==> src/verilog/tronPkg.sv <==
/*
 * Tron processor package.
 * Opcodes, the two-view instruction word, ALU operations
 * and the memory map shared by the processor and the memory.
 */
package tronPkg;

	// Instruction opcodes, top nibble of every word.
	typedef enum logic [3:0] {
		OP_ADD   = 4'h0,
		OP_SUB   = 4'h1,
		OP_AND   = 4'h2,
		OP_OR    = 4'h3,
		OP_XOR   = 4'h4,
		OP_SHL   = 4'h5,
		OP_ADDI  = 4'h6,
		OP_LUI   = 4'h7,
		OP_LOAD  = 4'h8,
		OP_STORE = 4'h9,
		OP_JMP   = 4'hA,
		OP_BEQ   = 4'hB
	} opcode_t;

	// One instruction word, read as register or immediate format.
	typedef union packed {
		struct packed {
			opcode_t opcode;
			logic [3:0] rd;
			logic [3:0] rs;
			logic [3:0] unused;
		} rType;
		struct packed {
			opcode_t opcode;
			logic [3:0] rd;
			logic [7:0] imm;
		} iType;
	} instrWord_t;

	// Datapath ALU operations.
	typedef enum logic [2:0] {
		ALU_ADD = 3'd0,
		ALU_SUB = 3'd1,
		ALU_AND = 3'd2,
		ALU_OR  = 3'd3,
		ALU_XOR = 3'd4,
		ALU_SHL = 3'd5,
		ALU_LUI = 3'd6
	} aluOp_t;

	// Memory map.
	localparam logic [15:0] ioSwitchAddr = 16'hFFFF;
	localparam logic [15:0] ioAudioAddr = 16'hFFFE;
	localparam logic [15:0] fbBase = 16'h0100;

endpackage

==> src/verilog/cpuCtrlIf.sv <==
/*
 * Controller to datapath bundle.
 * Control levels and decoded instruction fields, valid for
 * the cycle of the state that asserts them.
 */
`timescale 1ns/1ps

interface cpuCtrlIf;
	import tronPkg::*;

	aluOp_t aluOp;
	logic immSel;
	logic regWrite;
	logic flagWrite;
	logic memWrite;
	logic memRead;
	logic pcIncrement;
	logic pcJump;
	logic pcBranch;
	logic fetchPhase;
	logic [3:0] rd;
	logic [3:0] rs;
	logic [7:0] imm;

	modport ctrl (output aluOp, immSel, regWrite, flagWrite, memWrite, memRead,
		pcIncrement, pcJump, pcBranch, fetchPhase, rd, rs, imm);
	modport dp (input aluOp, immSel, regWrite, flagWrite, memWrite, memRead,
		pcIncrement, pcJump, pcBranch, fetchPhase, rd, rs, imm);
endinterface

==> src/verilog/memBusIf.sv <==
/*
 * Processor port of the shared memory.
 * Synchronous read, rdata follows addr by one clock.
 */
`timescale 1ns/1ps

interface memBusIf;
	logic [15:0] addr;
	logic [15:0] wdata;
	logic we;
	logic [15:0] rdata;

	// Datapath side.
	modport master (output addr, wdata, we, input rdata);
	// Controller only watches the returned instruction.
	modport fetch (input rdata);
	// Memory side.
	modport slave (input addr, wdata, we, output rdata);
endinterface

==> src/verilog/cpuDatapath.sv <==
/*
 * Tron processor datapath.
 * Sixteen registers, ALU with zero flag, program counter and
 * the memory address and write data selection.
 */
`timescale 1ns/1ps

module cpuDatapath (
	input logic clk,
	input logic rstN,
	cpuCtrlIf.dp ctrl,
	memBusIf.master bus
);
	import tronPkg::*;

	logic [15:0] regFile [16];
	logic [15:0] pc;
	logic zeroFlag;
	logic [15:0] regA;
	logic [15:0] regB;
	logic [15:0] aluB;
	logic [15:0] aluResult;
	logic [15:0] writeData;
	logic [15:0] branchOffset;
	logic branchTaken;

	// Destination is also the first operand and the store data.
	assign regA = regFile[ctrl.rd];
	assign regB = regFile[ctrl.rs];

	// Immediate is zero-extended for ADDI and LUI.
	assign aluB = ctrl.immSel ? {8'h00, ctrl.imm} : regB;

	always_comb begin
		case (ctrl.aluOp)
			ALU_ADD: aluResult = regA + aluB;
			ALU_SUB: aluResult = regA - aluB;
			ALU_AND: aluResult = regA & aluB;
			ALU_OR: aluResult = regA | aluB;
			ALU_XOR: aluResult = regA ^ aluB;
			ALU_SHL: aluResult = regA << aluB[3:0];
			ALU_LUI: aluResult = {aluB[7:0], 8'h00};
			default: aluResult = '0;
		endcase
	end

	// Load data or ALU result into the register file.
	assign writeData = ctrl.memRead ? bus.rdata : aluResult;

	always_ff @(posedge clk) begin
		if (!rstN) begin
			for (int i = 0; i < 16; i++) begin
				regFile[i] <= '0;
			end
		end else if (ctrl.regWrite && ctrl.rd != 4'd0) begin
			// r0 is never written, so it always reads zero.
			regFile[ctrl.rd] <= writeData;
		end
	end

	always_ff @(posedge clk) begin
		if (!rstN) begin
			zeroFlag <= 1'b0;
		end else if (ctrl.flagWrite) begin
			zeroFlag <= (aluResult == 16'h0000);
		end
	end

	// Branch offset is signed and relative to the next instruction.
	assign branchOffset = {{8{ctrl.imm[7]}}, ctrl.imm};
	assign branchTaken = ctrl.pcBranch && zeroFlag;

	always_ff @(posedge clk) begin
		if (!rstN) begin
			pc <= '0;
		end else if (ctrl.pcIncrement) begin
			pc <= pc + 16'd1;
		end else if (ctrl.pcJump) begin
			pc <= {8'h00, ctrl.imm};
		end else if (branchTaken) begin
			pc <= pc + branchOffset;
		end
	end

	// PC while fetching, source register otherwise.
	assign bus.addr = ctrl.fetchPhase ? pc : regB;
	assign bus.wdata = regA;
	assign bus.we = ctrl.memWrite;

endmodule

==> src/flat_wrapper.sv <==
// flat-port wrapper written by rule: the top's interface ports become plain ports
module cpuDatapath_flat import tronPkg::*;
  (clk, rstN, ctrl_aluOp, ctrl_immSel, ctrl_regWrite, ctrl_flagWrite, ctrl_memWrite, ctrl_memRead, ctrl_pcIncrement, ctrl_pcJump, ctrl_pcBranch, ctrl_fetchPhase, ctrl_rd, ctrl_rs, ctrl_imm, bus_addr, bus_wdata, bus_we, bus_rdata);
  cpuCtrlIf ctrl_i ();
  memBusIf bus_i ();
  input logic clk;
  input logic rstN;
  input wire logic [$bits(ctrl_i.aluOp)-1:0] ctrl_aluOp;
  input wire logic [$bits(ctrl_i.immSel)-1:0] ctrl_immSel;
  input wire logic [$bits(ctrl_i.regWrite)-1:0] ctrl_regWrite;
  input wire logic [$bits(ctrl_i.flagWrite)-1:0] ctrl_flagWrite;
  input wire logic [$bits(ctrl_i.memWrite)-1:0] ctrl_memWrite;
  input wire logic [$bits(ctrl_i.memRead)-1:0] ctrl_memRead;
  input wire logic [$bits(ctrl_i.pcIncrement)-1:0] ctrl_pcIncrement;
  input wire logic [$bits(ctrl_i.pcJump)-1:0] ctrl_pcJump;
  input wire logic [$bits(ctrl_i.pcBranch)-1:0] ctrl_pcBranch;
  input wire logic [$bits(ctrl_i.fetchPhase)-1:0] ctrl_fetchPhase;
  input wire logic [$bits(ctrl_i.rd)-1:0] ctrl_rd;
  input wire logic [$bits(ctrl_i.rs)-1:0] ctrl_rs;
  input wire logic [$bits(ctrl_i.imm)-1:0] ctrl_imm;
  output wire logic [$bits(bus_i.addr)-1:0] bus_addr;
  output wire logic [$bits(bus_i.wdata)-1:0] bus_wdata;
  output wire logic [$bits(bus_i.we)-1:0] bus_we;
  input wire logic [$bits(bus_i.rdata)-1:0] bus_rdata;
  assign ctrl_i.aluOp = ctrl_aluOp;
  assign ctrl_i.immSel = ctrl_immSel;
  assign ctrl_i.regWrite = ctrl_regWrite;
  assign ctrl_i.flagWrite = ctrl_flagWrite;
  assign ctrl_i.memWrite = ctrl_memWrite;
  assign ctrl_i.memRead = ctrl_memRead;
  assign ctrl_i.pcIncrement = ctrl_pcIncrement;
  assign ctrl_i.pcJump = ctrl_pcJump;
  assign ctrl_i.pcBranch = ctrl_pcBranch;
  assign ctrl_i.fetchPhase = ctrl_fetchPhase;
  assign ctrl_i.rd = ctrl_rd;
  assign ctrl_i.rs = ctrl_rs;
  assign ctrl_i.imm = ctrl_imm;
  assign bus_addr = bus_i.addr;
  assign bus_wdata = bus_i.wdata;
  assign bus_we = bus_i.we;
  assign bus_i.rdata = bus_rdata;
  cpuDatapath u_core (.clk(clk), .rstN(rstN), .ctrl(ctrl_i), .bus(bus_i));
endmodule
==> config.mk <==
export PLATFORM = sky130hd
export DESIGN_NAME = cpuDatapath_flat
export DESIGN_NICKNAME = d
export VERILOG_FILES = /design/src/verilog/tronPkg.sv /design/src/verilog/cpuCtrlIf.sv /design/src/verilog/memBusIf.sv /design/src/verilog/cpuDatapath.sv /design/src/flat_wrapper.sv
export SDC_FILE = /design/constraint.sdc
export NUM_CORES = 1
export LEC_CHECK = 0
export ABC_AREA = 0
export BUFFER_PORTS_ARGS = -buffer_cell sky130_fd_sc_hd__clkbuf_2
export CORE_ASPECT_RATIO = 2
export CORE_MARGIN = 8
export CORE_UTILIZATION = 30
export DETAILED_ROUTE_END_ITERATION = 8
export SLEW_MARGIN = 20
export SYNTH_ARGS = -nofsm -noshare
export SYNTH_HDL_FRONTEND = slang
export SYNTH_SLANG_ARGS = --single-unit
==> constraint.sdc <==
create_clock -name clk -period 7.9 [get_ports clk]
set_input_delay 1.185 -clock clk [delete_from_list [all_inputs] [get_ports clk]]
set_output_delay 1.185 -clock clk [all_outputs]
set_load 0.02 [all_outputs]
---- Yosys cells after proc, flatten, opt, wreduce, memory -nomap -nowiden ----
Memory sizes are Yosys's and may differ from the RTL's.
Cells that the tools add are included.
storage, ports and cells
  input port bits ......................... 46
  output and inout port bits .............. 33
  latch bits .............................. 0
  memory bits (writable) .................. 256
  bits in registers ....................... 17
  word-level logic and storage cells ...... 38
  memories ................................ 1
  ROM bits ................................ 0
operators by class
  reduce and logical (&&, ||, !) cells .... 7
  magnitude comparators ................... 0
  add/sub/neg operators ................... 4
  mux-type cells .......................... 14
  bitwise logic cells ..................... 3
  div/mod/pow operators ................... 0
  equality and inequality tests ........... 6
  multiply operators ...................... 0
  shifts and indexed selects .............. 1
memory list
  name            words  bits a word  read ports  clocked after memory_dff  write ports  RTL line           RTL
  u_core.regFile  16     16           2           0                         16           cpuDatapath.sv:16  logic [15:0] regFile [16];
operators by type and width
  operator                 count
  $mux W16                 7
  $pmux W16 S7             1
  $add A16 B16 Y16         2
  $add A16 B1 Y16 const B  1
  $and A16 B16 Y16         1
  $logic_not A16 Y1        1
  $or A16 B16 Y16          1
  $reduce_or A16 Y1        1
  $shl A16 B4 Y16          1
  $sub A16 B16 Y16         1
  $xor A16 B16 Y16         1
  $eq A3 B3 Y1 const B     3
  $eq A3 B2 Y1 const B     2
  $mux W1                  5
  $mux W4                  1
  $reduce_bool A4 Y1       1
  $eq A3 B1 Y1 const B     1
  $logic_not A3 Y1         1
  $reduce_bool A3 Y1       1
  $logic_and A1 B1 Y1      2

---- Depth between registers and ports, before layout ----
  depth after elaboration ................. 7
  mapped depth ............................ 28
  mapped depth without buffers ............ 22

---- Least setup slack after synthesis ----
OpenSTA, ideal clock, no wires.
  path type ............................... input -> register
  start ................................... input ctrl_rs[0]
  end ..................................... memory u_core.regFile[1][13], data pin
  cell stages on the path ................. 24
  required time ........................... 7.634 ns
  path buffers ............................ 6
  library setup time ...................... 0.266 ns
  path slack .............................. 1.615 ns
  arrival ................................. 6.019 ns
  cells stage by stage .................... buf_6 buf_12 buf_12 mux2i_1 a21oi_1 or4b_4 and2_4 buf_6 buf_6 ha_1 a21oi_1 ha_1 nor2b_1 o21ai_0 a21boi_0 o41ai_1 o21ai_0 o21ai_0 xor2_1 nor3_1 or4_1 mux2i_1 buf_2 nor2_1
RTL lines
  element      RTL line            RTL
  from (decl)  flat_wrapper.sv:19  input wire logic [$bits(ctrl_i.rs)-1:0] ctrl_rs;
  to (decl)    cpuDatapath.sv:16

==> results.yml <==
status:
  status: "finished clean"
floorplanning:
  die_h_um: 365
  ios: 79
  core-area_um2: 60500
  initial_core_util: 0.302
  dieArea_um2: 69500
  die_w_um: 190
  rows: 128
synthesis:
  synth-edff-count: 256
  synthArstFlopShare: 0
  netlist.top_cell.by_area: "edfxtp_1"
  avgSynthCellArea_um2: 11.3
  synth.area.top_cells: "edfxtp_1, mux4_2, nor2_1"
  syn_inst: 1609
  synth.distinct_cells: 92
  synth-seq-cells: 273
  yosysWarnings: 0
  seq_area_frac_synth: 0.440
  syn_area_um2: 18300
  synth_top_area_frac: 0.421
  synth_ff_type: "edfxtp_1"
drt:
  wire_per_inst_um: 26.5
  firstDrtPassIters: 5
  wl_met2_um: 28700
  dr.first_iter.drc_count: 1792
  vias_per_cell: 5.88
  num_vias: 14500
  top_layer: "met4"
  drc: 0
  wirelength_um: 65700
  routed-wl-met3_um: 7110
  drtAntennaViolNets: 0
  drt-met1-wl_um: 26000
clocking:
  numCtsBuffers: 29
  clock-sinks: 273
  cts_resized: 0
  clock-root-buffer: "clkbuf_16"
  htreeDepth: 1
  cts_buffer_depth: 3
  path_clk_slew_ns: 0.06
  cts_tree: "done"
  cts_setup_buffers: 0
  clkLatencyLatePin_ns: 0.56
  holdBufCountCts: 0
global_route:
  grt_max_degree: 42
  antenna_found_initial: 0
  globalRouteOverflowTotal: 0
  grt_use_total: 0.185
  grt_pass1_wl_um: 95600
  grt_pass1_vias: 14300
cells_and_area:
  final_cell_count_no_fill: 2473
  final_nets: 1793
  diodes: 0
  syn_to_final_growth_pct: 11.7
  drive_above_1_share: 0.222
timing:
  fin_tns_setup_ns: 0
  fmax_mhz: 148
  worstMarginPinSlew_ns: 1.19
  holdWs_ns: 0.517
  rsz0062_at_grt: "false"
  worst_slew_margin_rel: 0.202
  period_needed_ns: 6.76
  setup-violations-final: 0
  skew_ns: 0.0211
  finalCritPeriodShare: 0.856
  finalHoldViolCount: 0
  layout_setup_ws_ns: 1.14
  drv_slew: 0
place:
  post-place-ws_ns: 0.671
  dp.final_hpwl_um: 44900
  dp.cells: 2426
  place_congestion: 0.958
  io_buffers: 76
pwr:
  p_leak_nw: 7.50
  ir_drop_uv: 206
  p_per_area_nw_per_um2: 197
worst_setup_path:
  crit_arrival_ns: 7.04
  cp_data_required_time_ns: 8.18
  crit_path_start_kind: "primary input"
  crit_path_end_kind: "register"
  path_class: "primary input to register"
  cp_max_fo: 38
hold_path:
  hp-class: "register to register"
job:
  max_cap_viol_count: 0
==> flip-flops by register name, summed over array words and instances, names as in the netlist <==
| register | cells |
|---|---|
| u_core.regFile | 256 |
| u_core.pc | 16 |
| u_core.zeroFlag | 1 |
==> where the power goes <==
part           switching [mW]  internal, mW  total, mW
combinational           0.659         0.380       1.04
clock                   0.568         0.729       1.30
sequential             0.0424          1.65       1.69
total                    1.27          2.76       4.02
==> cell usage after synthesis (all sizes together) (10+ instances only) <==
| cell | number |
|---|---|
| mux4 | 131 |
| ha | 68 |
| clkbuf | 64 |
| mux2 | 26 |
| nand2 | 107 |
| nor3 | 17 |
| nand2b | 15 |
| xnor2 | 29 |
| nor2 | 306 |
| nor2b | 15 |
| a211oi | 10 |
| inv | 50 |
| a21oi | 81 |
| a22oi | 24 |
| nand3 | 31 |
| o21ai | 76 |
| mux2i | 48 |
| edfxtp | 256 |
| o22ai | 15 |
| dfxtp | 17 |
| buf | 54 |
==> final cells by class <==
class                   count  area [um^2]
multi-input cells        1175         9440
fillers                  6122        40100
clock buffers              33          741
clock inverters            14          123
inverters                  58          218
repair buffers            140          868
flip-flops and latches    273         8030
well taps                 780          976
==> worst max-delay path, stage by stage <==
cell and delay (ns):
buf_4 0.51, nor2_1 0.22, o2bb2ai_1 0.21, or4b_4 0.62
and2_4 0.29, ha_1 0.33, a21oi_1 0.24, ha_1 0.27
nor2b_1 0.12, o21ai_0 0.21, a21boi_0 0.18, o41ai_1 0.54
o21ai_0 0.31, o21ai_0 0.40, o21ai_0 0.21, xnor2_1 0.17
a2111o_1 0.48, mux2i_4 0.15, buf_4 0.29, nor2_1 0.06
==> cells by family after synthesis <==
kind of cell | after synthesis | share of synthesized area
AND/OR/NAND/NOR | 549 | 0.133
other | 1 | 0.000205
adder cells (fa/ha/maj) | 70 | 0.0488
flip-flops | 273 | 0.440
buffers and inverters | 176 | 0.0469
AO/OA/AOI/OAI | 297 | 0.108
XOR/XNOR | 38 | 0.0182
multiplexers | 205 | 0.205
==> per-stage QoR <==
step	utilization	instance area (um^2)	power, mW
global placement	0.323	19500	2.73
CTS	0.337	20400	4.02
detailed placement	0.323	19500	2.73
global route	0.337	20400	4.16
finish	0.337	20400	4.02
floorplan	-	18300	2.40
==> final timing paths <==
kind                                       start                                  end  slack (ns)  cells after the start
max                                   ctrl_rs[1]  u_core.regFile[5][15]$_SDFFCE_PN0P_        1.14                     20
max reg2reg  u_core.regFile[11][0]$_SDFFCE_PN0P_  u_core.regFile[5][15]$_SDFFCE_PN0P_        1.99                     19
min reg2reg            u_core.pc[1]$_SDFFE_PN0P_            u_core.pc[1]$_SDFFE_PN0P_        0.52                      2
min                    u_core.pc[1]$_SDFFE_PN0P_            u_core.pc[1]$_SDFFE_PN0P_        0.52                      2
==> placed cells by master, fill, tap and decap left out, drive strengths merged, types with 24 or more instances in the layout <==
cell type	Yosys	final
inv	50	51
nor2	306	306
xnor2	29	29
ha	68	68
nand3	31	31
edfxtp	256	256
mux4	131	131
clkbuf	64	105
a21oi	81	81
mux2i	48	48
mux2	26	26
nand2	107	107
o21ai	76	76
a22oi	24	24
buf	54	68
==> metal layers <==
metal	up-vias	track usage
met5	-	0
li1	6170	-
met2	972	0.284
met4	0	0.0914
met3	193	0.0321
met1	7208	0.248
Power figures use the tool's default switching activity.
