<file path="src/verilog/tronPkg.sv">
/*
 * Tron processor package.
 * Opcodes, the two-view instruction word, ALU operations
 * and the memory map shared by the processor and the memory.
 */
package tronPkg;

	// Instruction opcodes, top nibble of every word.
	typedef enum logic [3:0] {
		OP_ADD   = 4'h0,
		OP_SUB   = 4'h1,
		OP_AND   = 4'h2,
		OP_OR    = 4'h3,
		OP_XOR   = 4'h4,
		OP_SHL   = 4'h5,
		OP_ADDI  = 4'h6,
		OP_LUI   = 4'h7,
		OP_LOAD  = 4'h8,
		OP_STORE = 4'h9,
		OP_JMP   = 4'hA,
		OP_BEQ   = 4'hB
	} opcode_t;

	// One instruction word, read as register or immediate format.
	typedef union packed {
		struct packed {
			opcode_t opcode;
			logic [3:0] rd;
			logic [3:0] rs;
			logic [3:0] unused;
		} rType;
		struct packed {
			opcode_t opcode;
			logic [3:0] rd;
			logic [7:0] imm;
		} iType;
	} instrWord_t;

	// Datapath ALU operations.
	typedef enum logic [2:0] {
		ALU_ADD = 3'd0,
		ALU_SUB = 3'd1,
		ALU_AND = 3'd2,
		ALU_OR  = 3'd3,
		ALU_XOR = 3'd4,
		ALU_SHL = 3'd5,
		ALU_LUI = 3'd6
	} aluOp_t;

	// Memory map.
	localparam logic [15:0] ioSwitchAddr = 16'hFFFF;
	localparam logic [15:0] ioAudioAddr = 16'hFFFE;
	localparam logic [15:0] fbBase = 16'h0100;

endpackage

</file>
<file path="src/verilog/cpuCtrlIf.sv">
/*
 * Controller to datapath bundle.
 * Control levels and decoded instruction fields, valid for
 * the cycle of the state that asserts them.
 */
`timescale 1ns/1ps

interface cpuCtrlIf;
	import tronPkg::*;

	aluOp_t aluOp;
	logic immSel;
	logic regWrite;
	logic flagWrite;
	logic memWrite;
	logic memRead;
	logic pcIncrement;
	logic pcJump;
	logic pcBranch;
	logic fetchPhase;
	logic [3:0] rd;
	logic [3:0] rs;
	logic [7:0] imm;

	modport ctrl (output aluOp, immSel, regWrite, flagWrite, memWrite, memRead,
		pcIncrement, pcJump, pcBranch, fetchPhase, rd, rs, imm);
	modport dp (input aluOp, immSel, regWrite, flagWrite, memWrite, memRead,
		pcIncrement, pcJump, pcBranch, fetchPhase, rd, rs, imm);
endinterface

</file>
<file path="src/verilog/memBusIf.sv">
/*
 * Processor port of the shared memory.
 * Synchronous read, rdata follows addr by one clock.
 */
`timescale 1ns/1ps

interface memBusIf;
	logic [15:0] addr;
	logic [15:0] wdata;
	logic we;
	logic [15:0] rdata;

	// Datapath side.
	modport master (output addr, wdata, we, input rdata);
	// Controller only watches the returned instruction.
	modport fetch (input rdata);
	// Memory side.
	modport slave (input addr, wdata, we, output rdata);
endinterface

</file>
<file path="src/verilog/cpuController.sv">
/*
 * Tron processor controller.
 * Fetch, execute and memory state machine, instruction
 * register and opcode decode into datapath control levels.
 */
`timescale 1ns/1ps

module cpuController (
	input logic clk,
	input logic rstN,
	memBusIf.fetch bus,
	cpuCtrlIf.ctrl ctrl
);
	import tronPkg::*;

	typedef enum logic [1:0] {FETCH, EXECUTE, MEM} state_t;

	state_t state;
	state_t stateNext;
	instrWord_t instrReg;
	instrWord_t instr;
	opcode_t opcode;

	// Word arrives from memory in EXECUTE and is decoded right away.
	assign instr = (state == EXECUTE) ? bus.rdata : instrReg;
	assign opcode = instr.rType.opcode;

	// Register fields from the R view, immediate from the I view.
	assign ctrl.rd = instr.rType.rd;
	assign ctrl.rs = instr.rType.rs;
	assign ctrl.imm = instr.iType.imm;

	always_ff @(posedge clk) begin
		if (state == EXECUTE) begin
			instrReg <= bus.rdata;
		end
	end

	always_ff @(posedge clk) begin
		if (!rstN) begin
			state <= FETCH;
		end else begin
			state <= stateNext;
		end
	end

	always_comb begin
		stateNext = FETCH;
		case (state)
			FETCH: stateNext = EXECUTE;
			EXECUTE: begin
				// Only memory instructions need the third cycle.
				if (opcode == OP_LOAD || opcode == OP_STORE) begin
					stateNext = MEM;
				end
			end
			default: stateNext = FETCH;
		endcase
	end

	always_comb begin
		ctrl.aluOp = ALU_ADD;
		ctrl.immSel = 1'b0;
		ctrl.regWrite = 1'b0;
		ctrl.flagWrite = 1'b0;
		ctrl.memWrite = 1'b0;
		ctrl.memRead = 1'b0;
		ctrl.pcIncrement = 1'b0;
		ctrl.pcJump = 1'b0;
		ctrl.pcBranch = 1'b0;
		ctrl.fetchPhase = 1'b0;
		case (state)
			FETCH: begin
				// PC on the bus, then step past this word.
				ctrl.fetchPhase = 1'b1;
				ctrl.pcIncrement = 1'b1;
			end
			EXECUTE: begin
				case (opcode)
					OP_ADD, OP_SUB, OP_AND, OP_OR, OP_XOR, OP_SHL: begin
						ctrl.regWrite = 1'b1;
						ctrl.flagWrite = 1'b1;
						case (opcode)
							OP_SUB: ctrl.aluOp = ALU_SUB;
							OP_AND: ctrl.aluOp = ALU_AND;
							OP_OR: ctrl.aluOp = ALU_OR;
							OP_XOR: ctrl.aluOp = ALU_XOR;
							OP_SHL: ctrl.aluOp = ALU_SHL;
							default: ctrl.aluOp = ALU_ADD;
						endcase
					end
					OP_ADDI: begin
						ctrl.immSel = 1'b1;
						ctrl.regWrite = 1'b1;
						ctrl.flagWrite = 1'b1;
					end
					OP_LUI: begin
						ctrl.immSel = 1'b1;
						ctrl.regWrite = 1'b1;
						ctrl.aluOp = ALU_LUI;
					end
					OP_JMP: ctrl.pcJump = 1'b1;
					// Datapath decides whether the branch is taken.
					OP_BEQ: ctrl.pcBranch = 1'b1;
					default: ;
				endcase
			end
			MEM: begin
				if (opcode == OP_LOAD) begin
					ctrl.memRead = 1'b1;
					ctrl.regWrite = 1'b1;
				end else begin
					ctrl.memWrite = 1'b1;
				end
			end
			default: ;
		endcase
	end

	// FSM stays in its three states.
	assert property (@(posedge clk) disable iff (!rstN)
		state inside {FETCH, EXECUTE, MEM});

endmodule

</file>
<file path="src/flat_wrapper.sv">
// flat-port wrapper written by rule: the top's interface ports become plain ports
module cpuController_flat import tronPkg::*;
  (clk, rstN, bus_rdata, ctrl_aluOp, ctrl_immSel, ctrl_regWrite, ctrl_flagWrite, ctrl_memWrite, ctrl_memRead, ctrl_pcIncrement, ctrl_pcJump, ctrl_pcBranch, ctrl_fetchPhase, ctrl_rd, ctrl_rs, ctrl_imm);
  memBusIf bus_i ();
  cpuCtrlIf ctrl_i ();
  input logic clk;
  input logic rstN;
  input wire logic [$bits(bus_i.rdata)-1:0] bus_rdata;
  output wire logic [$bits(ctrl_i.aluOp)-1:0] ctrl_aluOp;
  output wire logic [$bits(ctrl_i.immSel)-1:0] ctrl_immSel;
  output wire logic [$bits(ctrl_i.regWrite)-1:0] ctrl_regWrite;
  output wire logic [$bits(ctrl_i.flagWrite)-1:0] ctrl_flagWrite;
  output wire logic [$bits(ctrl_i.memWrite)-1:0] ctrl_memWrite;
  output wire logic [$bits(ctrl_i.memRead)-1:0] ctrl_memRead;
  output wire logic [$bits(ctrl_i.pcIncrement)-1:0] ctrl_pcIncrement;
  output wire logic [$bits(ctrl_i.pcJump)-1:0] ctrl_pcJump;
  output wire logic [$bits(ctrl_i.pcBranch)-1:0] ctrl_pcBranch;
  output wire logic [$bits(ctrl_i.fetchPhase)-1:0] ctrl_fetchPhase;
  output wire logic [$bits(ctrl_i.rd)-1:0] ctrl_rd;
  output wire logic [$bits(ctrl_i.rs)-1:0] ctrl_rs;
  output wire logic [$bits(ctrl_i.imm)-1:0] ctrl_imm;
  assign bus_i.rdata = bus_rdata;
  assign ctrl_aluOp = ctrl_i.aluOp;
  assign ctrl_immSel = ctrl_i.immSel;
  assign ctrl_regWrite = ctrl_i.regWrite;
  assign ctrl_flagWrite = ctrl_i.flagWrite;
  assign ctrl_memWrite = ctrl_i.memWrite;
  assign ctrl_memRead = ctrl_i.memRead;
  assign ctrl_pcIncrement = ctrl_i.pcIncrement;
  assign ctrl_pcJump = ctrl_i.pcJump;
  assign ctrl_pcBranch = ctrl_i.pcBranch;
  assign ctrl_fetchPhase = ctrl_i.fetchPhase;
  assign ctrl_rd = ctrl_i.rd;
  assign ctrl_rs = ctrl_i.rs;
  assign ctrl_imm = ctrl_i.imm;
  cpuController u_core (.clk(clk), .rstN(rstN), .bus(bus_i), .ctrl(ctrl_i));
endmodule
</file>
<file path="config.mk">
export PLATFORM = sky130hd
export DESIGN_NAME = cpuController_flat
export DESIGN_NICKNAME = d
export VERILOG_FILES = /design/src/verilog/tronPkg.sv /design/src/verilog/cpuCtrlIf.sv /design/src/verilog/memBusIf.sv /design/src/verilog/cpuController.sv /design/src/flat_wrapper.sv
export SDC_FILE = /design/constraint.sdc
export NUM_CORES = 1
export LEC_CHECK = 0
export BUFFER_PORTS_ARGS = -buffer_cell sky130_fd_sc_hd__buf_2
export CAP_MARGIN = 25
export CORE_ASPECT_RATIO = 0.75
export CORE_UTILIZATION = 41
export DETAILED_ROUTE_END_ITERATION = 8
export PLACE_DENSITY_LB_ADDON = 0.12
export SETUP_SLACK_MARGIN = 0.05
export SLEW_MARGIN = 20
export SYNTH_ARGS = -nofsm -noshare
export SYNTH_HDL_FRONTEND = slang
export SYNTH_SLANG_ARGS = --single-unit
</file>
<file path="constraint.sdc">
create_clock -name clk -period 1.7 [get_ports clk]
set_input_delay 0.085 -clock clk [delete_from_list [all_inputs] [get_ports clk]]
set_output_delay 0.085 -clock clk [all_outputs]
set_load 0.05 [all_outputs]
</file>
# After elaboration in Yosys (flattened, before gate mapping)
# Index checks and enable logic that the tools add are counted.
[totals]
ff_bits = 18
input_bits = 18
out_inout_bits = 28
elab_cells = 43
[classes]
n_eq_ne = 13
muxes = 21
n_reduce_logical = 7
[ops]
columns = ["cell", "n"]
rows = [
  ["4-bit by 3-bit equality test with 1-bit output, second input constant", 4],
  ["4-bit equality test, second input constant", 4],
  ["16-bit two-way mux", 1],
  ["3-bit case mux with 5 select lines", 1],
  ["1-bit two-way mux", 14],
  ["4-bit by 2-bit equality test with 1-bit output, second input constant", 2],
  ["8-bit OR reduction", 1],
  ["7-bit OR reduction", 1],
  ["3-bit case mux with 2 select lines", 1],
  ["6-bit OR reduction", 1],
  ["4-bit by 1-bit equality test with 1-bit output, second input constant", 1],
  ["4-bit zero test", 1],
  ["2-bit case mux with 2 select lines", 1],
  ["3-bit two-way mux", 1],
  ["2-bit by 1-bit equality test with 1-bit output, second input constant", 1],
  ["2-bit equality test, second input constant", 1],
  ["2-bit zero test", 1],
  ["2-bit two-way mux", 1],
  ["1-bit case mux with 2 select lines", 1],
  ["2-bit OR reduction", 1],
  ["1-bit logical OR", 1],
]

# Logic depth before layout (Yosys ltp)
[depth]
ltp_word = 6
depth_mapped = 6
ltp_nobuf = 5

# Worst setup path before layout
# Ideal clock, no wire load.
[synth_timing]
kind = "register to output"
start = "register u_core.state[1]"
end = "output ctrl_aluOp[0]"
arrival_ns = 1.992
required_ns = 1.615
setup_slack_ns = -0.377
path_stages_with_launch = 6
n_path_buf = 1
path_cell_list = "dfxtp_1 > inv_1 > ha_1 > buf_2 > nand2_1 > nor3b_1"
[synth_via]
elab_chain_cells = 6
elab_cells_between_ends = 13
cone_classes = "eq/ne: 7; mux: 4; reduce/logical: 2"
[synth_rtl]
columns = ["item", "line_no", "rtl"]
rows = [
  ["start, declared", "cpuController.sv:18", "state_t state;"],
  ["start signal, assigned", "cpuController.sv:43", "state <= stateNext;"],
  ["2-bit by 1-bit equality test with 1-bit output *", "cpuController.sv:25, cpuController.sv:72", ""],
  ["16-bit two-way mux", "cpuController.sv:25", "assign instr = (state == EXECUTE) ? bus.rdata : instrReg;"],
  ["4-bit by 3-bit equality test with 1-bit output, or another cell as far along", "cpuController.sv:79, cpuController.sv:83", ""],
  ["3-bit case mux with 5 select lines / 6-bit OR reduction (equally long branches)", "--", ""],
  ["3-bit case mux with 2 select lines", "cpuController.sv:79", "case (opcode)"],
  ["3-bit two-way mux *", "cpuController.sv:72", "case (state)"],
  ["end, declared", "flat_wrapper.sv:9", "output wire logic [$bits(ctrl_i.aluOp)-1:0] ctrl_aluOp;"],
]
# Mark *: on every way between the ends. The rest lies on a longest branch, timed or not.

# Worst setup path after layout
[layout_timing]
start = "register u_core.state[1]"
end = "output ctrl_imm[0]"
[layout_via]
elab_chain_cells = 2
[layout_rtl]
columns = ["item", "line_no", "rtl"]
rows = [
  ["2-bit by 1-bit equality test with 1-bit output", "cpuController.sv:25", ""],
  ["16-bit two-way mux", "cpuController.sv:25", ""],
  ["end, declared", "flat_wrapper.sv:21", "output wire logic [$bits(ctrl_i.imm)-1:0] ctrl_imm;"],
]
# Every way passes these cells.

==> results.ini <==
[final_layout]
drive_gt1_frac=0.6825
areaGrowthSynthToFinish_pct=49.79
layout_common_cells=23 x buf_2, 21 x buf_6, 16 x dfxtp_1, 8 x mux2_2, 8 x buf_4
regArea_um2=362.8
nFillCells=167
multi_input_area_um2=434.2
fin_nets=149
final_common_cell=buf_2
num_antenna_cells=0

[die]
die_w_um=55.49
row_count=14
dieArea_um2=2336
pin_count=46
start_util=0.4366
core-area_um2=2014
die_y_um=42.11

[timing]
holdWs_ns=0.01008
fin_skew_ns=0.001524
finalSetupTns_ns=0
max_slew.worst_pin.slew_ns=0.2578
hold_viol=0
setup_viol=0
rsz0062_at_grt=true
finalMaxSlewViolations=0
slew_headroom=0.8275
fin_crit_sh=0.9429
min_period_ns=1.603
fmax_ghz=0.6239

[synthesis]
synth_top_family_by_area=multiplexers
synthMuxAreaShare=0.1920
ys_seq_elements=18
synth-compound-area-share=0.04125
synth_cell_type_count=22
synth_nets=108
yosys_warnings=0
synthSimpleGateAreaFrac=0.1294
netlist_area_um2=879.6
synth_fa_ha_area_frac=0.04267
syn-instance-count=87
synth-seq-area-share=0.4097
syn_area_per_cell_um2=10.11
synth_xor_area_frac=0

[clocking]
max-clock-path-buffers=2
cts-buffers-inserted=3
htree_levels=1
clockRootBuffer=clkbuf_4
cts_tree=built
clk_latency_ns=0.28
path_clk_slew_ns=0.09
cts_hold_buf=0
clock_sinks=18

[critical_path]
cp-end-kind=output port
startpoint_type=flop
crit_fanout=9
arrival_ns=1.52
worstPathRequired_ns=1.62
critPathKind=reg -> out

[place]
hpwl_um=1108
io_buffers=45
gp_congestion=0.7492

[route]
dr.first_iter.drc_count=8
ant_nets=0
dr.pass1.iters=4
via_count=696
wl_per_cell_um=10.56
vias_per_cell=4.640
wirelength_um=1584
drc=0

[power]
ir_drop_v=0.0006799
p_leak_uw=0.0006267
total_power_uw=1345
power.density_nw_per_um2=1021

[global_route]
grt_max_degree=10
antenna_found_initial=0
grt_pass1_wl_um=2559
gr-total-overflow=0
grt_use_total=0.1448
grt_pass1_vias=606

[status]
status=completed

[worst_hold_path]
holdCritPathClass=in -> reg

[flow_run]
maxCapViolCount=0

## routing by layer
metal	part of all wire	wire length, um	vias to the layer above	global-route usage
li1	-	-	352	-
met1	0.45	709	315	0.1737
met2	0.47	752	27	0.2265
met3	0.064	102	2	0.05556
met4	0.012	19	0	0.07500
met5	0	0	-	0
## synth_stat cells
| cell type | number | area [um2] |
|---|---|---|
| a31oi_1 | 2 | 12.51 |
| dfxtp_1 | 18 | 360.4 |
| nor3_1 | 1 | 5.000 |
| buf_2 | 1 | 5.000 |
| o22ai_1 | 1 | 6.260 |
| o21ai_0 | 2 | 10.01 |
| ha_1 | 3 | 37.54 |
| nor3b_1 | 2 | 15.01 |
| nand2_1 | 6 | 22.52 |
| buf_6 | 1 | 11.26 |
| nand3b_1 | 1 | 7.510 |
| mux2_2 | 15 | 168.9 |
| nand2b_1 | 1 | 6.260 |
| nand3_1 | 1 | 5.000 |
| a21boi_1 | 1 | 7.510 |
| buf_4 | 17 | 127.6 |
| inv_1 | 5 | 18.77 |
| nor4_2 | 1 | 12.51 |
| and2_1 | 1 | 6.260 |
| nor2_1 | 4 | 15.01 |
| and3_1 | 1 | 6.260 |
| nor2b_1 | 2 | 12.51 |
## critical path, stage by stage (launching register included)
cell	delay (ns)
dfxtp_2	0.33
inv_2	0.07
ha_4	0.18
buf_8	0.14
mux2_2	0.35
buf_6	0.16
## metrics by stage
stage	setup WS, ns	instances	area [um2]	utilization
2_1_floorplan	0.06071	87	905.9	-
3_3_place_gp	0.1816	139	1032	0.5124
3_5_place_dp	0.1516	139	1032	0.5124
4_1_cts	0.04202	149	1257	0.6242
5_1_grt	0.009925	150	1318	0.6540
6_report	0.09707	150	1318	0.6540
## power by group
group / internal [uW] / leakage (uW) / switching (uW) / total, uW
logic: 255 / 0.000461 / 380 / 635
clock network: 82.3 / 0.0000138 / 116 / 198
registers: 489 / 0.000152 / 23.2 / 512
total: 826 / 0.000627 / 519 / 1350
## area by class of cell
class,instances,area share
repair buffers,55,0.3409
multi-input cells,45,0.3295
flip-flops and latches,18,0.2754
well taps,24,0.02279
clock buffers,3,0.01709
inverters,5,0.01425
## state kept, by name (all words and copies together) (netlist names)
name,cells
u_core.state,2
u_core.instrReg,16
## path summary, 6_finish.rpt
check / slack, ns / endpoint / cells after the start / startpoint
setup reg to reg: 0.35 / u_core.instrReg[14] / 6 / u_core.state[1]
hold / removal: 0.01 / u_core.state[0] / 2 / rstN
setup / recovery: 0.1 / ctrl_imm[0] / 5 / u_core.state[1]
hold reg to reg: 0.49 / u_core.instrReg[3] / 1 / u_core.instrReg[3]
## cell families after synthesis
kind of cell | count (synthesis)
fa+ha+maj | 3
buf+inv | 24
simple gates | 21
compound gates | 6
flops | 18
mux | 15
## what timing repair did
action | 4_1_cts | 5_1_grt
resized for setup | 46 | 17
endpoints found under the hold margin | 0 | 0
setup endpoints to repair | 23 | 24
pin swaps | 5 | 3
buffers inserted | 7 | 1
Note: power is estimated with default switching activity, not from simulation.
