**src/verilog/videoTiming.sv**
```systemverilog
/*
 * Video timing generator.
 * Half-rate pixel enable, pixel and line counters with the
 * origin on the first visible pixel, and active-low sync
 * plus bright windows decoded from the counters.
 */
`timescale 1ns/1ps

module videoTiming #(
	parameter int H_ACTIVE = 640,
	parameter int H_FRONT = 16,
	parameter int H_SYNC = 96,
	parameter int H_BACK = 48,
	parameter int V_ACTIVE = 480,
	parameter int V_FRONT = 10,
	parameter int V_SYNC = 2,
	parameter int V_BACK = 33
) (
	input logic clk,
	input logic rstN,
	output logic pixelEn,
	output logic [15:0] hCount,
	output logic [15:0] vCount,
	output logic hSync,
	output logic vSync,
	output logic bright
);
	localparam int H_TOTAL = H_ACTIVE + H_FRONT + H_SYNC + H_BACK;
	localparam int V_TOTAL = V_ACTIVE + V_FRONT + V_SYNC + V_BACK;
	localparam int H_SYNC_START = H_ACTIVE + H_FRONT;
	localparam int V_SYNC_START = V_ACTIVE + V_FRONT;

	always_ff @(posedge clk) begin
		if (!rstN) begin
			pixelEn <= 1'b0;
			hCount <= '0;
			vCount <= '0;
		end else begin
			// One pixel spans two clocks.
			pixelEn <= ~pixelEn;
			if (pixelEn) begin
				if (hCount == 16'(H_TOTAL - 1)) begin
					hCount <= '0;
					if (vCount == 16'(V_TOTAL - 1)) begin
						vCount <= '0;
					end else begin
						vCount <= vCount + 16'd1;
					end
				end else begin
					hCount <= hCount + 16'd1;
				end
			end
		end
	end

	// Sync pulses sit after the front porch.
	assign hSync = !((hCount >= 16'(H_SYNC_START)) && (hCount < 16'(H_SYNC_START + H_SYNC)));
	assign vSync = !((vCount >= 16'(V_SYNC_START)) && (vCount < 16'(V_SYNC_START + V_SYNC)));
	assign bright = (hCount < 16'(H_ACTIVE)) && (vCount < 16'(V_ACTIVE));

	// Visible area never overlaps the horizontal sync pulse.
	assert property (@(posedge clk) disable iff (!rstN)
		!(bright && !hSync));

endmodule
```
**config.mk**
```make
export PLATFORM = sky130hd
export DESIGN_NAME = videoTiming
export DESIGN_NICKNAME = d
export VERILOG_FILES = /design/src/verilog/videoTiming.sv
export SDC_FILE = /design/constraint.sdc
export NUM_CORES = 1
export LEC_CHECK = 0
export BUFFER_PORTS_ARGS = -buffer_cell sky130_fd_sc_hd__buf_2
export CAP_MARGIN = 20
export CORE_ASPECT_RATIO = 0.7
export CORE_MARGIN = 2
export CORE_UTILIZATION = 48
export CTS_CLUSTER_DIAMETER = 50
export DETAILED_ROUTE_END_ITERATION = 6
export PLACE_DENSITY = 0.8
export SYNTH_ARGS = -nofsm -noshare
export SYNTH_HDL_FRONTEND = slang
export SYNTH_SLANG_ARGS = --single-unit
```
**constraint.sdc**
```tcl
create_clock -name clk -period 2 [get_ports clk]
set_input_delay 0.2 -clock clk [delete_from_list [all_inputs] [get_ports clk]]
set_output_delay 0.2 -clock clk [all_outputs]
set_load 0.01 [all_outputs]
```
# Word-level counts from Yosys, hierarchy flattened
# Index checks and enable logic that the tools add are counted.
# Widths: inputs -> output; s select.
dict set report word_totals {
  regBits 33
  in_bits 2
  word_cells 22
}
dict set report classes {
  addsub 2
  n_lt_le_gt_ge 6
  eq_ne 2
  n_mux 2
  bitwise_logic 1
  reduce_logical 6
}
# op count
set ops {}
lappend ops {{$add 16x1->16 const B} 2}
lappend ops {{$eq 16x10->1 const B} 2}
lappend ops {{$lt 16x10->1 const B} 2}
lappend ops {{$lt 16x9->1 const B} 2}
lappend ops {{$mux 16} 2}
lappend ops {{$ge 16x10->1 const B} 1}
lappend ops {{$ge 16x9->1 const B} 1}
lappend ops {{$logic_and 1x1->1} 3}
lappend ops {{$logic_not 1->1} 2}
lappend ops {{$reduce_and 2->1} 1}
lappend ops {{$not 1->1} 1}

# Longest topological paths before layout
# Gate-level depths: netlist (run 1).
dict set report depth {
  word_depth 3
  ltp_mapped 7
  ltp_nobuf 6
}

# Worst setup path before layout (run 1)
# OpenSTA, ideal clock, no wires.
dict set report synth_timing {
  path_type {reg2reg}
  startpoint {register vCount[0]}
  endpoint {register vCount[12]}
  setup_time_ps 116
  t_arrival_ps 1940
  required_time_ps 1884
  slack_ps -56
  stages_incl_launch_ff 8
  n_path_buf 1
  cell_sequence {dfxtp_1 -> inv_1 -> ha_1 -> or4b_4 -> o41ai_4 -> buf_6 -> o22ai_2 -> a31o_1}
}
dict set report synth_via {
  elab_chain_len 2
  elab_cells_between_ends 3
  classes_between {1 x add/sub; 1 x eq/ne; 1 x mux}
}
# item line
set synth_rtl {}
lappend synth_rtl {{start, declared} 23} ;# output logic [15:0] vCount,
lappend synth_rtl {{start signal, assigned} 47} ;# vCount <= vCount + 16'd1;
lappend synth_rtl {{$add 16x1->16 / $eq 16x10->1 (equally long branches)} {47, 44}}
lappend synth_rtl {{$mux 16 (*)} 44} ;# if (vCount == 16'(V_TOTAL - 1)) begin
# Every way passes the cells marked *; elsewhere a longest branch is shown, timed or not.
# A chain may end at the register's enable or synchronous reset.

# Final worst setup path (run 1)
dict set report layout_timing {
  startpoint {register vCount[0]}
  endpoint {output vSync}
}
dict set report layout_via {
  elab_chain_len 3
  elab_cells_between_ends 4
  classes_between {2 x order compare; 2 x reduce/logical}
}
# item line
set layout_rtl {}
lappend layout_rtl {{$ge 16x9->1 / $lt 16x9->1 (equally long branches)} 58} ;# assign vSync = !((vCount >= 16'(V_SYNC_START)) && (vCount < 16'(V_SYNC_START + V_SYNC)));
lappend layout_rtl {{$logic_and 1x1->1 (*)} 58}
lappend layout_rtl {{$logic_not 1->1 (*)} 58}
lappend layout_rtl {{end, declared} 25} ;# output logic vSync,
# Marks and branches as above.

==> results.sh, run 1 <==
export IMPL_synth_area_leader_cell="dfxtp_1"
export IMPL_cp_buffers_inverters=3
export IMPL_clock_path_buffers=2
export IMPL_clock_latency_ns=0.28
export IMPL_antennaDiodeCount=0
export IMPL_grt_pass1_wl_um=7514
export IMPL_drc=0
export IMPL_via_per_inst=5.666
export IMPL_placedCellCount=310
export IMPL_tightestPinTransition_ns=0.4469
export IMPL_grt_max_degree=19
export IMPL_report_final_slew_viol_count=0
export IMPL_finalHoldViolCount=0
export IMPL_hold_buffers=0
export IMPL_fmax_mhz=467.8
export IMPL_critPathMaxStageDelay_ns=0.44
export IMPL_start_kind="flip-flop"
export IMPL_antenna_found_initial=0
export IMPL_min_period_ns=2.138
export IMPL_power_density_mw_per_mm2=527.6
export IMPL_ir_drop_mv=0.3670
export IMPL_yosys_top_cells_area="dfxtp_1 38%, nor2_1 6.2%, xnor2_1 5.0%"
export IMPL_die_area_sq_mm=0.004151
export IMPL_layoutNonFillerInstCount=323
export IMPL_synthCells=207
export IMPL_outcome="finished, violations left"
export IMPL_postSynthAreaPerCell_sq_um=8.450
export IMPL_yosysSeqAreaShare_pct=37.77
export IMPL_worst_path_max_fanout=4
export IMPL_setup_ws_ns=-0.1378
export IMPL_cts_root_buf="clkbuf_8"
export IMPL_ys_types=41
export IMPL_end_kind="output pin"
export IMPL_cp_top_family="simple AND/OR/NAND/NOR gates"
export IMPL_synth_common_cells="33 x dfxtp_1, 29 x nor2_1, 15 x nand2_1"
export IMPL_core_area_sq_mm=0.003513
export IMPL_syn_area_sq_mm=0.001749
export IMPL_initial_utilization_pct=49.79
export IMPL_yosysMostFrequentCell="dfxtp_1"
export IMPL_globalplace_congestion=0.8958
export IMPL_grt_pass1_vias=1603
export IMPL_drt_total_wl_um=4956
export IMPL_synth_flop_cell="dfxtp_1"
export IMPL_ys_ff_latch=33
export IMPL_async_flop_share_pct=0
export IMPL_synth_edff_count=0
export IMPL_min_path_type="input pin to flip-flop"
export IMPL_layout_worst_path_cycle_share_pct=106.9
export IMPL_final_area_sq_mm=0.002362
export IMPL_path_cells="inv_2, buf_6, ha_4, nor2_1, or4b_1, or4_1, buf_2"
export IMPL_worstSetupPathType="flip-flop to output pin"
export IMPL_timing_slew_headroom_pct=70.10
export IMPL_die_h_um=54.51
export IMPL_wl_per_cell_um=15.34
export IMPL_cp_slowest_cell="or4b_1"
export IMPL_first_pass_iters=4
export IMPL_crit_arrival_ns=1.94
export IMPL_fin_util_pct=67.24
export IMPL_ctsHtreeMaxLevel=2
export IMPL_clock_skew_ns=0.004980
export IMPL_gr_total_overflow=0
export IMPL_grt_usage_pct=23.31
export IMPL_syn_nets=214
export IMPL_yosysWarnings=0
export IMPL_finalNetCount=280
export IMPL_cp_required_ns=1.80
export IMPL_hpwlAfterDp_um=3297
export IMPL_clk_pin_slew_ns=0.07
export IMPL_r2r_slack_ns=-0.12
export IMPL_port_buffers=37
export IMPL_num_vias=1830
export IMPL_rsz0062_at_grt="yes"
export IMPL_drtIter0Drc=175
export IMPL_dpl_instance_area_sq_mm=0.002142
export IMPL_drv_cap=0
export IMPL_violations="setup timing"
export IMPL_synthToLayoutAreaGrowth_pct=35.05
export IMPL_drive_above_1_share_pct=32.97
export IMPL_rows=18
export IMPL_io_pins=38
export IMPL_tritoncts="built"
export IMPL_numCtsBuffers=5
export IMPL_drtAntennaViolNets=0
export IMPL_yosysTopAreaCellShare_pct=37.77
export IMPL_tns_ns=-0.4385
export IMPL_cellLeakagePower_nw=1.048
export IMPL_chipWidth_um=76.15
export IMPL_finalSetupViolCount=8
export IMPL_cts_sinks=33
## registers in the layout, indices dropped and copies added, names as in the netlist
signal   flops
pixelEn      1
vCount      16
hCount      16
## worst register-to-register path: stages (launching register included)
cell     delay, ns
dfxtp_2       0.33
inv_2         0.07
buf_6         0.10
ha_4          0.11
or4b_4        0.46
o41ai_4       0.38
buf_4         0.22
buf_4         0.13
o22ai_1       0.07
a21o_1        0.15
## cell usage in the layout, fill, tap and decap left out, drive strengths merged, types with 6 or more instances in the layout
cell type and count:
buf 65, dfxtp 33, nor2 29, nand2 15, nand3 12, xnor2 10, nand4 9, xor2 9
inv 9, nor3 9, o21ai 9, and3 8, clkbuf 7, nor4 6
## routing by layer
layer  part of all wire, %  GRT usage, %  vias up
met4                  0.75         6.364        0
met1                    47         31.52      859
met3                   9.0         8.251        8
li1                      -             -      876
met2                    43         35.86       87
met5                     0             0        -
## through the flow
step           total power, mW  hold WS (ns)  worst slack, ns
2_1_floorplan           0.7144        0.3217          0.02141
3_3_place_gp            0.7342        0.4946           0.1037
3_5_place_dp            0.7365        0.5031          0.03375
4_1_cts                  1.237        0.2541          -0.1611
5_1_grt                  1.289        0.2624          -0.2183
6_report                 1.246        0.2685          -0.1378
## cells by family after synthesis
logic type,count (synthesis),share of synthesized area (%)
AO/OA/AOI/OAI,28,12.23
XOR/XNOR,19,9.514
adder cells (fa/ha/maj),5,3.577
buffers and inverters,16,4.220
flip-flops,33,37.77
AND/OR/NAND/NOR,106,32.69
## path summary, 6_finish.rpt
kind | depth (start not counted) | startpoint | to
hold / removal | 2 | rstN | pixelEn$_SDFF_PN0_
hold reg to reg | 1 | vCount[3]$_SDFFE_PN0P_ | vCount[3]$_SDFFE_PN0P_
setup / recovery | 7 | vCount[0]$_SDFFE_PN0P_ | vSync
setup reg to reg | 9 | vCount[0]$_SDFFE_PN0P_ | vCount[9]$_SDFFE_PN0P_
## what timing repair did
item / CTS / global route
pin swaps: 0 / 7
setup buffers: 0 / 6
cloned: 0 / 1
setup endpoints to repair: 1 / 9
resized for setup: 3 / 22
## layout make-up
| class | count | area [sq um] |
|---|---|---|
| multi-input combinational | 159 | 1094 |
| inverter | 9 | 33.78 |
| timing repair buffer | 65 | 422.9 |
| tap | 50 | 62.56 |
| sequential | 33 | 663.1 |
| fill | 289 | 1151 |
| clock buffer | 7 | 86.33 |
## report_power, final
part	switching, mW	internal (mW)	total (mW)
clock	0.239	0.273	0.513
combinational	0.0352	0.0286	0.0638
sequential	0.00804	0.662	0.670
(Power assumes the default switching activity.)
==> run 2: changes to the inputs <==
--- a/config.mk
+++ b/config.mk
@@ -12,7 +12,7 @@
 export CORE_UTILIZATION = 48
 export CTS_CLUSTER_DIAMETER = 50
 export DETAILED_ROUTE_END_ITERATION = 6
-export PLACE_DENSITY = 0.8
+export PLACE_DENSITY_LB_ADDON = 0.3
 export SYNTH_ARGS = -nofsm -noshare
 export SYNTH_HDL_FRONTEND = slang
 export SYNTH_SLANG_ARGS = --single-unit
==> results.sh, run 2 (synthesis gave the netlist of run 1 again) <==
export IMPL_total_power_mw=1.182
export IMPL_cellLeakagePower_nw=1.019
export IMPL_worst_path_max_fanout=4
export IMPL_largestRegisters="hCount x16, vCount x16, pixelEn x1"
export IMPL_report_final_slew_viol_count=0
export IMPL_clock_path_buffers=2
export IMPL_tritoncts="built"
export IMPL_critPathMaxStageDelay_ns=0.44
export IMPL_globalplace_congestion=0.8650
export IMPL_synthToLayoutAreaGrowth_pct=31.04
export IMPL_hold_buffers=0
export IMPL_end_kind="output pin"
export IMPL_fill_cells=300
export IMPL_min_period_ns=2.105
export IMPL_grt_max_degree=17
export IMPL_num_vias=1767
export IMPL_cts_sinks=33
export IMPL_grt_usage_pct=21.90
export IMPL_placedCellCount=311
export IMPL_io_pins=38
export IMPL_multi_input_area_sq_mm=0.001049
export IMPL_core_area_sq_mm=0.003513
export IMPL_numCtsBuffers=5
export IMPL_min_path_type="input pin to flip-flop"
export IMPL_holdPathStages=2
export IMPL_whs_endpoint="pixelEn$_SDFF_PN0_"
export IMPL_gr_total_overflow=0
export IMPL_clock_skew_ns=0.007083
export IMPL_ctsHtreeMaxLevel=2
export IMPL_worstSetupPathType="flip-flop to output pin"
export IMPL_cp_top_family="simple AND/OR/NAND/NOR gates"
export IMPL_outcome="finished, violations left"
export IMPL_wl_per_cell_um=14.39
export IMPL_power_density_mw_per_mm2=515.8
export IMPL_violations="setup timing"
export IMPL_tns_ns=-0.5263
export IMPL_fmax_mhz=475.1
export IMPL_ir_drop_mv=0.3123
export IMPL_finalSetupViolCount=7
export IMPL_rows=18
export IMPL_final_common_cell="buf_2"
export IMPL_layoutNonFillerInstCount=321
export IMPL_setup_ws_ns=-0.1049
export IMPL_r2r_start="vCount[0]$_SDFFE_PN0P_"
export IMPL_cp_buffers_inverters=3
export IMPL_drive_above_1_share_pct=31.73
export IMPL_crit_arrival_ns=1.90
export IMPL_initial_utilization_pct=49.79
export IMPL_drv_cap=0
export IMPL_seq_area_sq_um=663.1
export IMPL_drtIter0Drc=164
export IMPL_tightestPinTransition_ns=0.4582
export IMPL_hold_start="rstN"
export IMPL_clk_pin_slew_ns=0.06
export IMPL_layout_worst_path_cycle_share_pct=105.2
export IMPL_port_buffers=37
export IMPL_cp_required_ns=1.80
export IMPL_r2r_cells=9
export IMPL_r2r_slack_ns=-0.10
export IMPL_clock_latency_ns=0.28
export IMPL_layout_common_cells="37 x buf_2, 31 x dfxtp_1, 29 x nor2_1, 24 x buf_4, 15 x nand2_1"
export IMPL_grt_pass1_wl_um=7010
export IMPL_die_area_sq_mm=0.004151
export IMPL_start_kind="flip-flop"
export IMPL_drtAntennaViolNets=0
export IMPL_finalNetCount=279
export IMPL_grt_pass1_vias=1451
export IMPL_cts_root_buf="clkbuf_8"
export IMPL_first_pass_iters=5
export IMPL_antennaDiodeCount=0
export IMPL_via_per_inst=5.505
export IMPL_r2r_end="vCount[10]$_SDFFE_PN0P_"
export IMPL_drt_total_wl_um=4619
export IMPL_hpwlAfterDp_um=3346
export IMPL_die_h_um=54.51
export IMPL_rsz0062_at_grt="yes"
export IMPL_timing_slew_headroom_pct=69.22
export IMPL_cp_slowest_cell="or4b_1"
export IMPL_antenna_found_initial=0
export IMPL_chipWidth_um=76.15
export IMPL_drc=0
export IMPL_finalHoldViolCount=0
export IMPL_path_cells="inv_2, buf_6, ha_1, nor2_1, or4b_1, or4_1, buf_2"
[run 2: worst max-delay path by stage]
stage | startpoint | to | slack [ns] | cells after the start
5_1_grt | vCount[0]$_SDFFE_PN0P_ | vSync | -0.23 | 7
3_3_place_gp | vCount[0]$_SDFFE_PN0P_ | vCount[10]$_SDFFE_PN0P_ | 0.09 | 7
3_5_place_dp | vCount[0]$_SDFFE_PN0P_ | vCount[10]$_SDFFE_PN0P_ | 0.04 | 7
2_1_floorplan | vCount[0]$_SDFFE_PN0P_ | vCount[12]$_SDFFE_PN0P_ | 0.02 | 7
4_1_cts | vCount[0]$_SDFFE_PN0P_ | vSync | -0.10 | 7
6_report | vCount[0]$_SDFFE_PN0P_ | vSync | -0.10 | 7
[run 2: power by group]
part / total, mW / switching [mW] / internal [mW]
combinational: 0.0570 / 0.0316 / 0.0254
clock: 0.455 / 0.227 / 0.229
sequential: 0.670 / 0.00773 / 0.662
[run 2: stage by stage]
step	util, %	hold slack (ns)	instance area (sq um)	worst slack (ns)
5_1_grt	65.24	0.2694	2292	-0.2274
3_5_place_dp	60.83	0.5391	2137	0.04236
2_1_floorplan	-	0.3217	1749	0.02141
4_1_cts	63.39	0.2628	2227	-0.1026
3_3_place_gp	60.83	0.5272	2137	0.08828
6_report	65.24	0.2682	2292	-0.1049
[run 2: worst register-to-register path, delay by kind of cell (launching register included)]
| family | cells | cell delay [ns] |
|---|---|---|
| flops | 1 | 0.32 |
| fa+ha+maj | 1 | 0.11 |
| compound gates | 3 | 0.63 |
| buf+inv | 4 | 0.46 |
| simple gates | 1 | 0.46 |
[run 2: routing by layer]
metal / track usage [%] / part of all wire [%]
met1: 31.68 / 49
met2: 32.74 / 43
met3: 5.611 / 7.6
met4: 5.758 / 0.74
met5: 0 / 0
[run 2: final cells by class]
| cell class | count | share of cell area, % |
|---|---|---|
| multi-input combinational | 158 | 45.74 |
| sequential | 33 | 28.93 |
| timing repair buffer | 65 | 17.90 |
| clock buffer | 5 | 3.002 |
| tap | 50 | 2.729 |
| inverter | 9 | 1.474 |
| clock inverter | 1 | 0.2183 |
[run 2: repair_timing]
item	in CTS	in global routing
buffers inserted	1	3
setup endpoints to repair	1	9
pin swaps	1	8
gates resized for setup	6	13
